`config.mk`:
```
export PLATFORM = sky130hd
export DESIGN_NAME = icache_lookup
export DESIGN_NICKNAME = d
export VERILOG_FILES = /design/src/icache_pkg.sv /design/src/icache_lookup.sv
export SDC_FILE = /design/constraint.sdc
export NUM_CORES = 1
export LEC_CHECK = 0
export BUFFER_PORTS_ARGS = -buffer_cell sky130_fd_sc_hd__buf_2
export CAP_MARGIN = 20
export CORE_AREA = 2 2 96 98
export DETAILED_ROUTE_END_ITERATION = 10
export DIE_AREA = 0 0 98 100
export GPL_ROUTABILITY_DRIVEN = 0
export PLACE_DENSITY = 0.7
export SYNTH_ARGS = -nofsm -noshare
export SYNTH_HDL_FRONTEND = slang
export SYNTH_SLANG_ARGS = --single-unit
```
`constraint.sdc`:
```
create_clock -name clk -period 2.7 [get_ports clk]
set_clock_uncertainty 0.05 [all_clocks]
set_input_delay 0.135 -clock clk [delete_from_list [all_inputs] [get_ports clk]]
set_output_delay 0.135 -clock clk [all_outputs]
set_load 0.02 [all_outputs]
```
`src/icache_pkg.sv`:
```
package icache_pkg;

    // cache geometry
    localparam int ADDR_W = 32;         // fetch and refill address
    localparam int IDX_W  = 8;          // set index
    localparam int TAG_W  = 21;         // address tag
    localparam int THR_W  = 2;          // thread id, 0 marks an empty entry
    localparam int WORD_W = 32;         // one instruction
    localparam int LINE_W = 64;         // two instructions per line
    localparam int DEPTH  = 256;        // sets per way
    localparam int BOFF_W = 2;          // byte offset inside a word

    // empty entry code of the thread arrays
    localparam logic [THR_W-1:0] THR_EMPTY = '0;

    // one address seen either as a flat word or split into its fields
    typedef union packed {
        logic [ADDR_W-1:0] word;        // raw address
        struct packed {
            logic [TAG_W-1:0]  tag;     // bits 31..11
            logic [IDX_W-1:0]  index;   // bits 10..3
            logic              wsel;    // bit 2, upper or lower word
            logic [BOFF_W-1:0] boff;    // bits 1..0
        } fld;
    } ic_addr_u;

endpackage

```
`src/icache_lookup.sv`:
```
`timescale 1ns/1ps

module icache_lookup (
    input  logic                          clk,
    input  logic                          arst_n,
    input  logic                          rd_issue,
    input  icache_pkg::ic_addr_u          fetch_addr,
    input  logic [icache_pkg::THR_W-1:0]  fetch_thread,
    input  logic [icache_pkg::TAG_W-1:0]  tag0_rd,
    input  logic [icache_pkg::TAG_W-1:0]  tag1_rd,
    input  logic [icache_pkg::THR_W-1:0]  thread0,
    input  logic [icache_pkg::THR_W-1:0]  thread1,
    input  logic                          lru,
    input  logic [icache_pkg::LINE_W-1:0] line0_rd,
    input  logic [icache_pkg::LINE_W-1:0] line1_rd,
    output logic                          hit,
    output logic                          miss,
    output logic                          hit_way,
    output logic [icache_pkg::WORD_W-1:0] insn,
    output logic                          victim_way
);
    import icache_pkg::*;

    logic             req_vld;          // a result is due this cycle
    logic [TAG_W-1:0] req_tag;
    logic             req_wsel;
    logic [THR_W-1:0] req_thread;
    logic             way0_hit;
    logic             way1_hit;
    logic [LINE_W-1:0] sel_line;

    always_ff @(posedge clk or negedge arst_n) begin
        if (!arst_n) begin
            req_vld <= 1'b0;
        end else begin
            req_vld <= rd_issue;
        end
    end

    // request fields line up with the array read data one cycle later
    always_ff @(posedge clk) begin
        if (rd_issue) begin
            req_tag    <= fetch_addr.fld.tag;
            req_wsel   <= fetch_addr.fld.wsel;
            req_thread <= fetch_thread;
        end
    end

    assign way0_hit = (thread0 != THR_EMPTY) && (thread0 == req_thread) && (tag0_rd == req_tag);
    assign way1_hit = (thread1 != THR_EMPTY) && (thread1 == req_thread) && (tag1_rd == req_tag);

    assign hit     = req_vld & (way0_hit | way1_hit);
    assign miss    = req_vld & ~(way0_hit | way1_hit);
    assign hit_way = ~way0_hit & way1_hit;     // way 0 wins a double hit

    assign sel_line = way0_hit ? line0_rd : line1_rd;

    always_comb begin
        insn = '0;
        if (hit) begin
            insn = req_wsel ? sel_line[LINE_W-1:WORD_W] : sel_line[WORD_W-1:0];
        end
    end

    assign victim_way = lru;            // way to refill on a miss

endmodule

```
-- Word-level counts from Yosys, hierarchy flattened
Cells that the tools add are included.
- register bits after elaboration: 25
- latch bits: 0
- bits in writable memories: 0
- memory bits (read-only): 0
- input port bits: 212
- output and inout port bits: 36
- logic and storage cells: 23
- memories: 0
- add/sub/neg operators: 0
- multiply operators: 0
- divide/modulo/power cells: 0
- order comparisons: 0
- eq/ne operators: 4
- shifts and indexed selects: 0
- muxes and demuxes: 3
- bitwise operators: 6
- reduce and logical (&&, ||, !) cells: 6
- operators by type and width (operator ; number):
    two-way mux 32 bit ; 2
    two-way mux 64 bit ; 1
    == test 21 bit ; 2
    == test 2 bit ; 2
    logical AND 1 bit ; 4
    nonzero test 2 bit ; 2
    AND 1 bit ; 3
    NOT 1 bit ; 2
    OR 1 bit ; 1

-- Depth between registers and ports, before layout
Gate-level depths: netlist (run 1).
- word-level depth: 6
- depth in mapped cells: 7
- depth with buffers taken out: 5

-- Least setup slack after synthesis (run 1)
OpenSTA, ideal clock, no wires.
- kind: register -> output
- from: register req_tag[14]
- to: output port insn[0] (netlist name)
- data arrival time: 2.659 ns
- required time: 2.515 ns
- path slack: -0.144 ns
- cell stages (with the launch flop): 6
- buffers on the path: 0
- cell sequence: edfxtp_1 > xor2_1 > or4b_4 > nor3_4 > a221oi_1 > a2111oi_0
- word-level cells in the longest chain between the ends: 5
- elaborated cells on any way between the ends: 9
- those cells by class: eq/ne: 2; mux: 3; bitwise: 2; reduce/logical: 2
- ends and longest elaborated chain (item ; RTL line ; source):
    start, declared ; icache_lookup.sv:25 ; logic [TAG_W-1:0] req_tag;
    start signal, assigned ; icache_lookup.sv:43 ; req_tag <= fetch_addr.fld.tag;
    == test 21 bit, on equally long branches ; icache_lookup.sv:49, icache_lookup.sv:50 ;
    logical AND 1 bit, on equally long branches ; icache_lookup.sv:49, icache_lookup.sv:50 ;
    two-way mux 64 bit or OR 1 bit (tied branches) ; icache_lookup.sv:56, icache_lookup.sv:52 ;
    two-way mux 32 bit or AND 1 bit (tied branches) ; icache_lookup.sv:61, icache_lookup.sv:52 ;
    two-way mux 32 bit * ; icache_lookup.sv:60 ; if (hit) begin
    end, declared ; icache_lookup.sv:19 ; output logic [icache_pkg::WORD_W-1:0] insn,
Mark *: on every way between the ends. The rest lies on a longest branch, timed or not.

-- Worst setup path after layout (run 1)
- from: register req_tag[14]
- to: output port insn[14] (netlist name)
The elaborated chain is that of the path after synthesis.

==> results_dict.tcl, run 1 <==
set metrics [dict create \
    run_status "complete, but fails checks" \
    violations "negative setup slack" \
    dp_hpwl_mm 7.69 \
    maxSlewViolCount 0 \
    worstSetupEndpointType "output port" \
    grt.overflow.total 0 \
    dr_total_vias 3246 \
    clk_path_buf_depth 2 \
    syn_area_per_cell_um2 10.8 \
    htree_num_levels 1 \
    areaGrowthSynthToFinish_pct 64.4 \
    die_area_um2 9800 \
    seq_area_frac_synth_pct 26.5 \
    cts_tree "yes" \
    cap_viol_max_count 0 \
    syn_inst 260 \
    p_switching_uw 382 \
    grt_max_degree 97 \
    yosys_most_used_dff "edfxtp_1" \
    fp.coreArea_um2 8890 \
    synthDistinctLibCells 33 \
    worstPathMaxFanout 12 \
    via_per_inst 5.21 \
    ys_seq_elements 25 \
    swShare_pct 31.5 \
    timing.fmax_ghz 0.359 \
    synth_edf_count 24 \
    setup_violations 14 \
    max-slew-margin-rel_pct 56.1 \
    setup_ws_ns -0.0878 \
    hold_violations 0 \
    final_antenna_net_count 0 \
    dr.first_iter.drc_count 119 \
    dp_cells 588 \
    placed_area_um2 4110 \
    io_buffers 235 \
    grt_setup_unrepaired "yes" \
    seq_power_share_pct 40.3 \
    drive_gt1_share_pct 58.4 \
    grt_use_total_pct 19.0 \
    period_minus_slack_ns 2.79 \
    power_frac_clock_pct 18.5 \
    fin_area_um2 4630 \
    timing.final.crit_share_pct 103 \
    p_total_mw 1.21 \
    synth_fp_nets 472 \
    cts.sinks 25 \
    dpl_worst_slack_ns 0.132 \
    max-vdd-ir-drop_v 0.000321 \
    hold_path_class "in2async" \
    die_y_um 100 \
    worst_pin_slew_ns 0.659 \
    combPwrFrac_pct 41.2 \
    clkTransAtPathRegs_ns 0.09 \
    diodes 0 \
    crit_start "req_tag[14]$_DFFE_PP_" \
    leakagePower_nw 2.00 \
    finalNonFillerCells 623 \
    route.detailed.drc 0 \
    post_drt_wl_per_cell_um 16.7 \
    powerDensity_nw_per_um2 262 \
    critPathLaunchType "flip-flop" \
    placementRows 35 \
    ys_async_sr_fraction_pct 4.00 \
    worstPathArrival_ns 2.60 \
    grt_pass1_wl_mm 15.2 \
    start_util_pct 31.7 \
    ys_warn_count 0 \
    cts_buffers 3 \
    cp.required_ns 2.52 \
    p_int_uw 830 \
    finalHoldWorstSlack_ns 0.110 \
    io_pins 248 \
    totalWireLength_mm 10.4 \
    fp.dieW_um 98 \
    endpoint "insn[14]" \
    syn_area_um2 2820 \
    grt_pass1_vias 3209 \
    critPathKind "reg2out" \
    antenna_found_initial 0 \
    nets 725 \
    cts-root-buf "clkbuf_8" \
    drtPass1Iterations 4 \
]
==> Yosys cell counts (all sizes together) (2+ instances only) <==
| master | number | area share, % |
|---|---|---|
| a2111oi | 32 | 17 |
| nor4 | 10 | 2.8 |
| nand2 | 4 | 0.53 |
| clkbuf | 10 | 1.3 |
| xnor2 | 25 | 7.8 |
| a21oi | 2 | 0.36 |
| xor2 | 19 | 5.9 |
| edfxtp | 24 | 26 |
| nor3 | 3 | 1.1 |
| buf | 17 | 4.3 |
| a221oi | 32 | 10 |
| nor2b | 32 | 7.1 |
| nand4 | 5 | 1.1 |
| mux2i | 32 | 11 |
==> cell type report <==
class / instances / area [um^2]
Inverter: 1 / 3.75
Timing Repair Buffer: 275 / 1690
Clock buffer: 3 / 41.3
Sequential cell: 25 / 746
Multi-Input combinational cell: 207 / 2010
Tap cell: 111 / 139
Clock inverter: 1 / 5.00
Fill cell: 798 / 4260
==> worst max-delay path, stage by stage, from the launching register on <==
cell and delay [ns]:
edfxtp_1 0.42, xor2_1 0.18, or4b_4 0.57, nor3_4 0.24, buf_6 0.13, buf_12 0.13, a221oi_1 0.09, a2111oi_2 0.33
buf_2 0.23
==> state kept, by name, summed over array words and instances, names as in the netlist <==
signal,cells
req_tag,21
req_vld,1
req_wsel,1
req_thread,2
==> power groups by stage <==
stage | Sequential (mW) | Combinational (mW) | Clock, mW
after global placement | 0.495 | 0.435 | 0
after CTS | 0.487 | 0.487 | 0.227
after floorplan | 0.490 | 0.249 | 0
after global routing | 0.492 | 0.540 | 0.245
final | 0.489 | 0.499 | 0.224
after detailed placement | 0.497 | 0.446 | 0
==> layout by cell type, fill, tap and decap left out, drive strengths merged, types with 2 or more instances in the layout <==
| master | instances |
|---|---|
| buf | 250 |
| mux2i | 32 |
| nor2b | 32 |
| a221oi | 32 |
| a2111oi | 32 |
| dlygate4sd3 | 25 |
| xnor2 | 25 |
| edfxtp | 24 |
| xor2 | 19 |
| nor4 | 10 |
| nand4 | 5 |
| nand2 | 4 |
| clkbuf | 3 |
| nor3 | 3 |
| a21oi | 2 |
==> kinds of logic after synthesis <==
| family | Yosys count | share of synthesized area, % |
|---|---|---|
| multiplexers | 32 | 11.4 |
| buffers and inverters | 28 | 5.77 |
| AND/OR/NAND/NOR | 63 | 15.1 |
| AO/OA/AOI/OAI | 68 | 27.6 |
| flip-flops | 25 | 26.5 |
| XOR/XNOR | 44 | 13.7 |
==> through the flow <==
step	TNS, ns	util, %
finish	-0.501	52.1
global route	-4.04	52.1
CTS	-0.455	50.8
floorplan	0	-
detailed placement	0	46.2
global placement	0	46.2
==> worst min path at each step <==
stage / slack [ns] / from / to
after floorplan: -0.21 / arst_n / req_vld$_DFF_PN0_
after global placement: -0.13 / arst_n / req_vld$_DFF_PN0_
after detailed placement: -0.14 / arst_n / req_vld$_DFF_PN0_
after CTS: 0.002 / fetch_thread[0] / req_thread[0]$_DFFE_PP_
after global routing: 0.13 / arst_n / req_vld$_DFF_PN0_
final: 0.11 / arst_n / req_vld$_DFF_PN0_
==> metal layers <==
layer	wire (um)	track usage, %	vias up	part of all wire (%)
met5	0	0	-	0
met4	208	6.73	0	2.0
met3	788	3.27	14	7.6
met1	3920	21.5	1502	38
met2	5520	35.8	167	53
li1	-	-	1563	-
==> repair_timing <==
item / in CTS / in global routing
hold buffers: 22 / 3
setup endpoints to repair: 32 / 32
cloned: 1 / 0
setup buffers: 5 / 0
gates resized for setup: 18 / 19
pin swaps: 35 / 3
hold endpoints to repair: 22 / 3
Power figures use the tool's default switching activity.
==> run 2: changes to the inputs <==
==> constraint.sdc (replaced) <==
create_clock -name clk -period 2.7 [get_ports clk]
set_clock_uncertainty 0.05 [all_clocks]
set_input_delay 0.675 -clock clk [delete_from_list [all_inputs] [get_ports clk]]
set_output_delay 0.675 -clock clk [all_outputs]
set_load 0.02 [all_outputs]
==> run 2 against run 1 <==
  * The flow still finishes with violations (negative setup slack)
  * Total power increased by 8.7%
  * Critical path depth increased by 1
  * Largest cell class unchanged
  * Non-clock buffer count increased by 17
  * Clock-buffer cell count increased by 1
  * Clock power about the same
  * Sequential cell count unchanged
  * Core utilization increased by 8.7 points
  * Combinational power increased by 21%
==> results_dict.tcl, run 2 (synthesis results as in run 1) <==
set metrics [dict create \
    run_status "complete, but fails checks" \
    violations "negative setup slack" \
    cts_tree "yes" \
    worstSetupEndpointType "output port" \
    htree_num_levels 1 \
    fp.coreArea_um2 8890 \
    final_antenna_net_count 0 \
    die_area_um2 9800 \
    post_drt_wl_per_cell_um 17.5 \
    clkTransAtPathRegs_ns 0.08 \
    fillCellCount 754 \
    dp_hpwl_mm 8.94 \
    grt_pass1_wl_mm 16.9 \
    cts_buffers 3 \
    route.detailed.drc 0 \
    fp.dieW_um 98 \
    worst_pin_slew_ns 0.665 \
    max-vdd-ir-drop_v 0.000339 \
    largest_reg_flops 21 \
    final_cell_mix "201 x buf_2, 70 x buf_4, 32 x mux2i_1, 32 x nor2b_1, 32 x a2111oi_4" \
    cts-root-buf "clkbuf_8" \
    cp.required_ns 1.98 \
    dr.first_iter.drc_count 64 \
    timing.final.crit_share_pct 126 \
    final_common_cell "buf_2" \
    period_minus_slack_ns 3.40 \
    cap_viol_max_count 0 \
    critPathLaunchType "input port" \
    powerDensity_nw_per_um2 244 \
    setup_ws_ns -0.696 \
    start_util_pct 31.7 \
    worstPathMaxFanout 13 \
    timing.fmax_ghz 0.294 \
    met2_usage_pct 42.0 \
    finalHoldWorstSlack_ns 0.105 \
    drtPass1Iterations 4 \
    tns_ns -22.12 \
    drive_gt1_share_pct 70.3 \
    grt_setup_unrepaired "yes" \
    grtUsageMet3_pct 3.55 \
    critPathKind "in2out" \
    hold_path_class "in2async" \
    grt.overflow.total 0 \
    dr_total_vias 3254 \
    hold_violations 0 \
    diodes 0 \
    top_regs "req_tag: 21 flops, req_thread: 2 flops" \
    worstPathArrival_ns 2.67 \
    grt_max_degree 75 \
    maxSlewViolCount 0 \
    io_buffers 235 \
    setup_violations 35 \
    areaGrowthSynthToFinish_pct 91.8 \
    via_per_inst 5.08 \
    clk_path_buf_depth 2 \
    largest_register "req_tag" \
    cts.sinks 25 \
    top_usage_layer "met2" \
    nets 742 \
    totalWireLength_mm 11.2 \
    grt_use_total_pct 21.5 \
    placementRows 35 \
    io_pins 248 \
    die_y_um 100 \
    utilization_pct 60.8 \
    grt_pass1_vias 3421 \
    p_total_mw 1.32 \
    antenna_found_initial 0 \
    max-slew-margin-rel_pct 55.6 \
    leakagePower_nw 2.21 \
    met1_usage_pct 24.6 \
]
-- run 2: cell count changes in the layout (fill, tap and decap cells not counted), moves of 5 or more --
| cell | previous run | this run |
|---|---|---|
| xor2_2 | 0 | 16 |
| buf_12 | 5 | 10 |
| a2111oi_2 | 27 | 0 |
| buf_2 | 214 | 201 |
| a221oi_1 | 28 | 20 |
| buf_4 | 27 | 70 |
| xor2_1 | 19 | 3 |
| a221oi_2 | 4 | 12 |
| buf_6 | 3 | 9 |
| dlygate4sd3_1 | 25 | 0 |
| a2111oi_4 | 4 | 32 |
-- run 2: stage by stage --
| step | setup slack [ns] | std cells | instance area [um^2] |
|---|---|---|---|
| floorplan | -0.424 | 260 | 3390 |
| global placement | -0.684 | 629 | 5010 |
| detailed placement | -0.792 | 629 | 5010 |
| CTS | -0.684 | 640 | 5330 |
| global route | -0.772 | 640 | 5400 |
| finish | -0.696 | 640 | 5400 |
-- run 2: layout make-up --
| cell class | count | area, um^2 | share of cell area (%) |
|---|---|---|---|
| flip-flops and latches | 25 | 746 | 13.8 |
| well taps | 111 | 139 | 2.57 |
| inverters | 1 | 3.75 | 0.0695 |
| repair buffers | 292 | 1890 | 35.0 |
| clock buffers | 4 | 45.0 | 0.834 |
| multi-input cells | 207 | 2570 | 47.7 |
-- run 2: worst max path at each step --
stage	start	end	slack [ns]	cells past startpoint
2_1_floorplan	tag0_rd[14]	insn[21]	-0.42	6
3_3_place_gp	tag0_rd[13]	insn[17]	-0.68	8
3_5_place_dp	tag0_rd[13]	insn[11]	-0.79	8
4_1_cts	tag0_rd[16]	insn[17]	-0.68	8
5_1_grt	tag0_rd[16]	insn[13]	-0.77	9
6_report	tag0_rd[16]	insn[26]	-0.70	9
-- run 2: per-layer routing --
| layer | vias up | wire (um) | share of wire (%) |
|---|---|---|---|
| met3 | 9 | 785 | 7.0 |
| li1 | 1583 | - | - |
| met2 | 145 | 6050 | 54 |
| met5 | - | 0 | 0 |
| met1 | 1517 | 4220 | 38 |
| met4 | 0 | 134 | 1.2 |
-- run 2: report_power, final --
| part | total [mW] | internal (mW) | switching [mW] |
|---|---|---|---|
| clock | 0.226 | 0.106 | 0.120 |
| sequential | 0.488 | 0.460 | 0.0277 |
| combinational | 0.604 | 0.310 | 0.294 |
-- run 2: repair_timing --
item,CTS,global route
hold endpoints to repair,0,0
cloned,2,0
buffers inserted,5,0
pin swaps,9,7
gates resized for setup,49,13
setup endpoints to repair,35,35
hold buffers,0,0
-- run 2: critical path, stage by stage --
cell       delay (ns)
buf_6            0.10
xor2_2           0.18
or4b_4           0.59
nor3_4           0.17
buf_6            0.14
buf_12           0.14
a221oi_1         0.13
a2111oi_4        0.35
buf_4            0.20
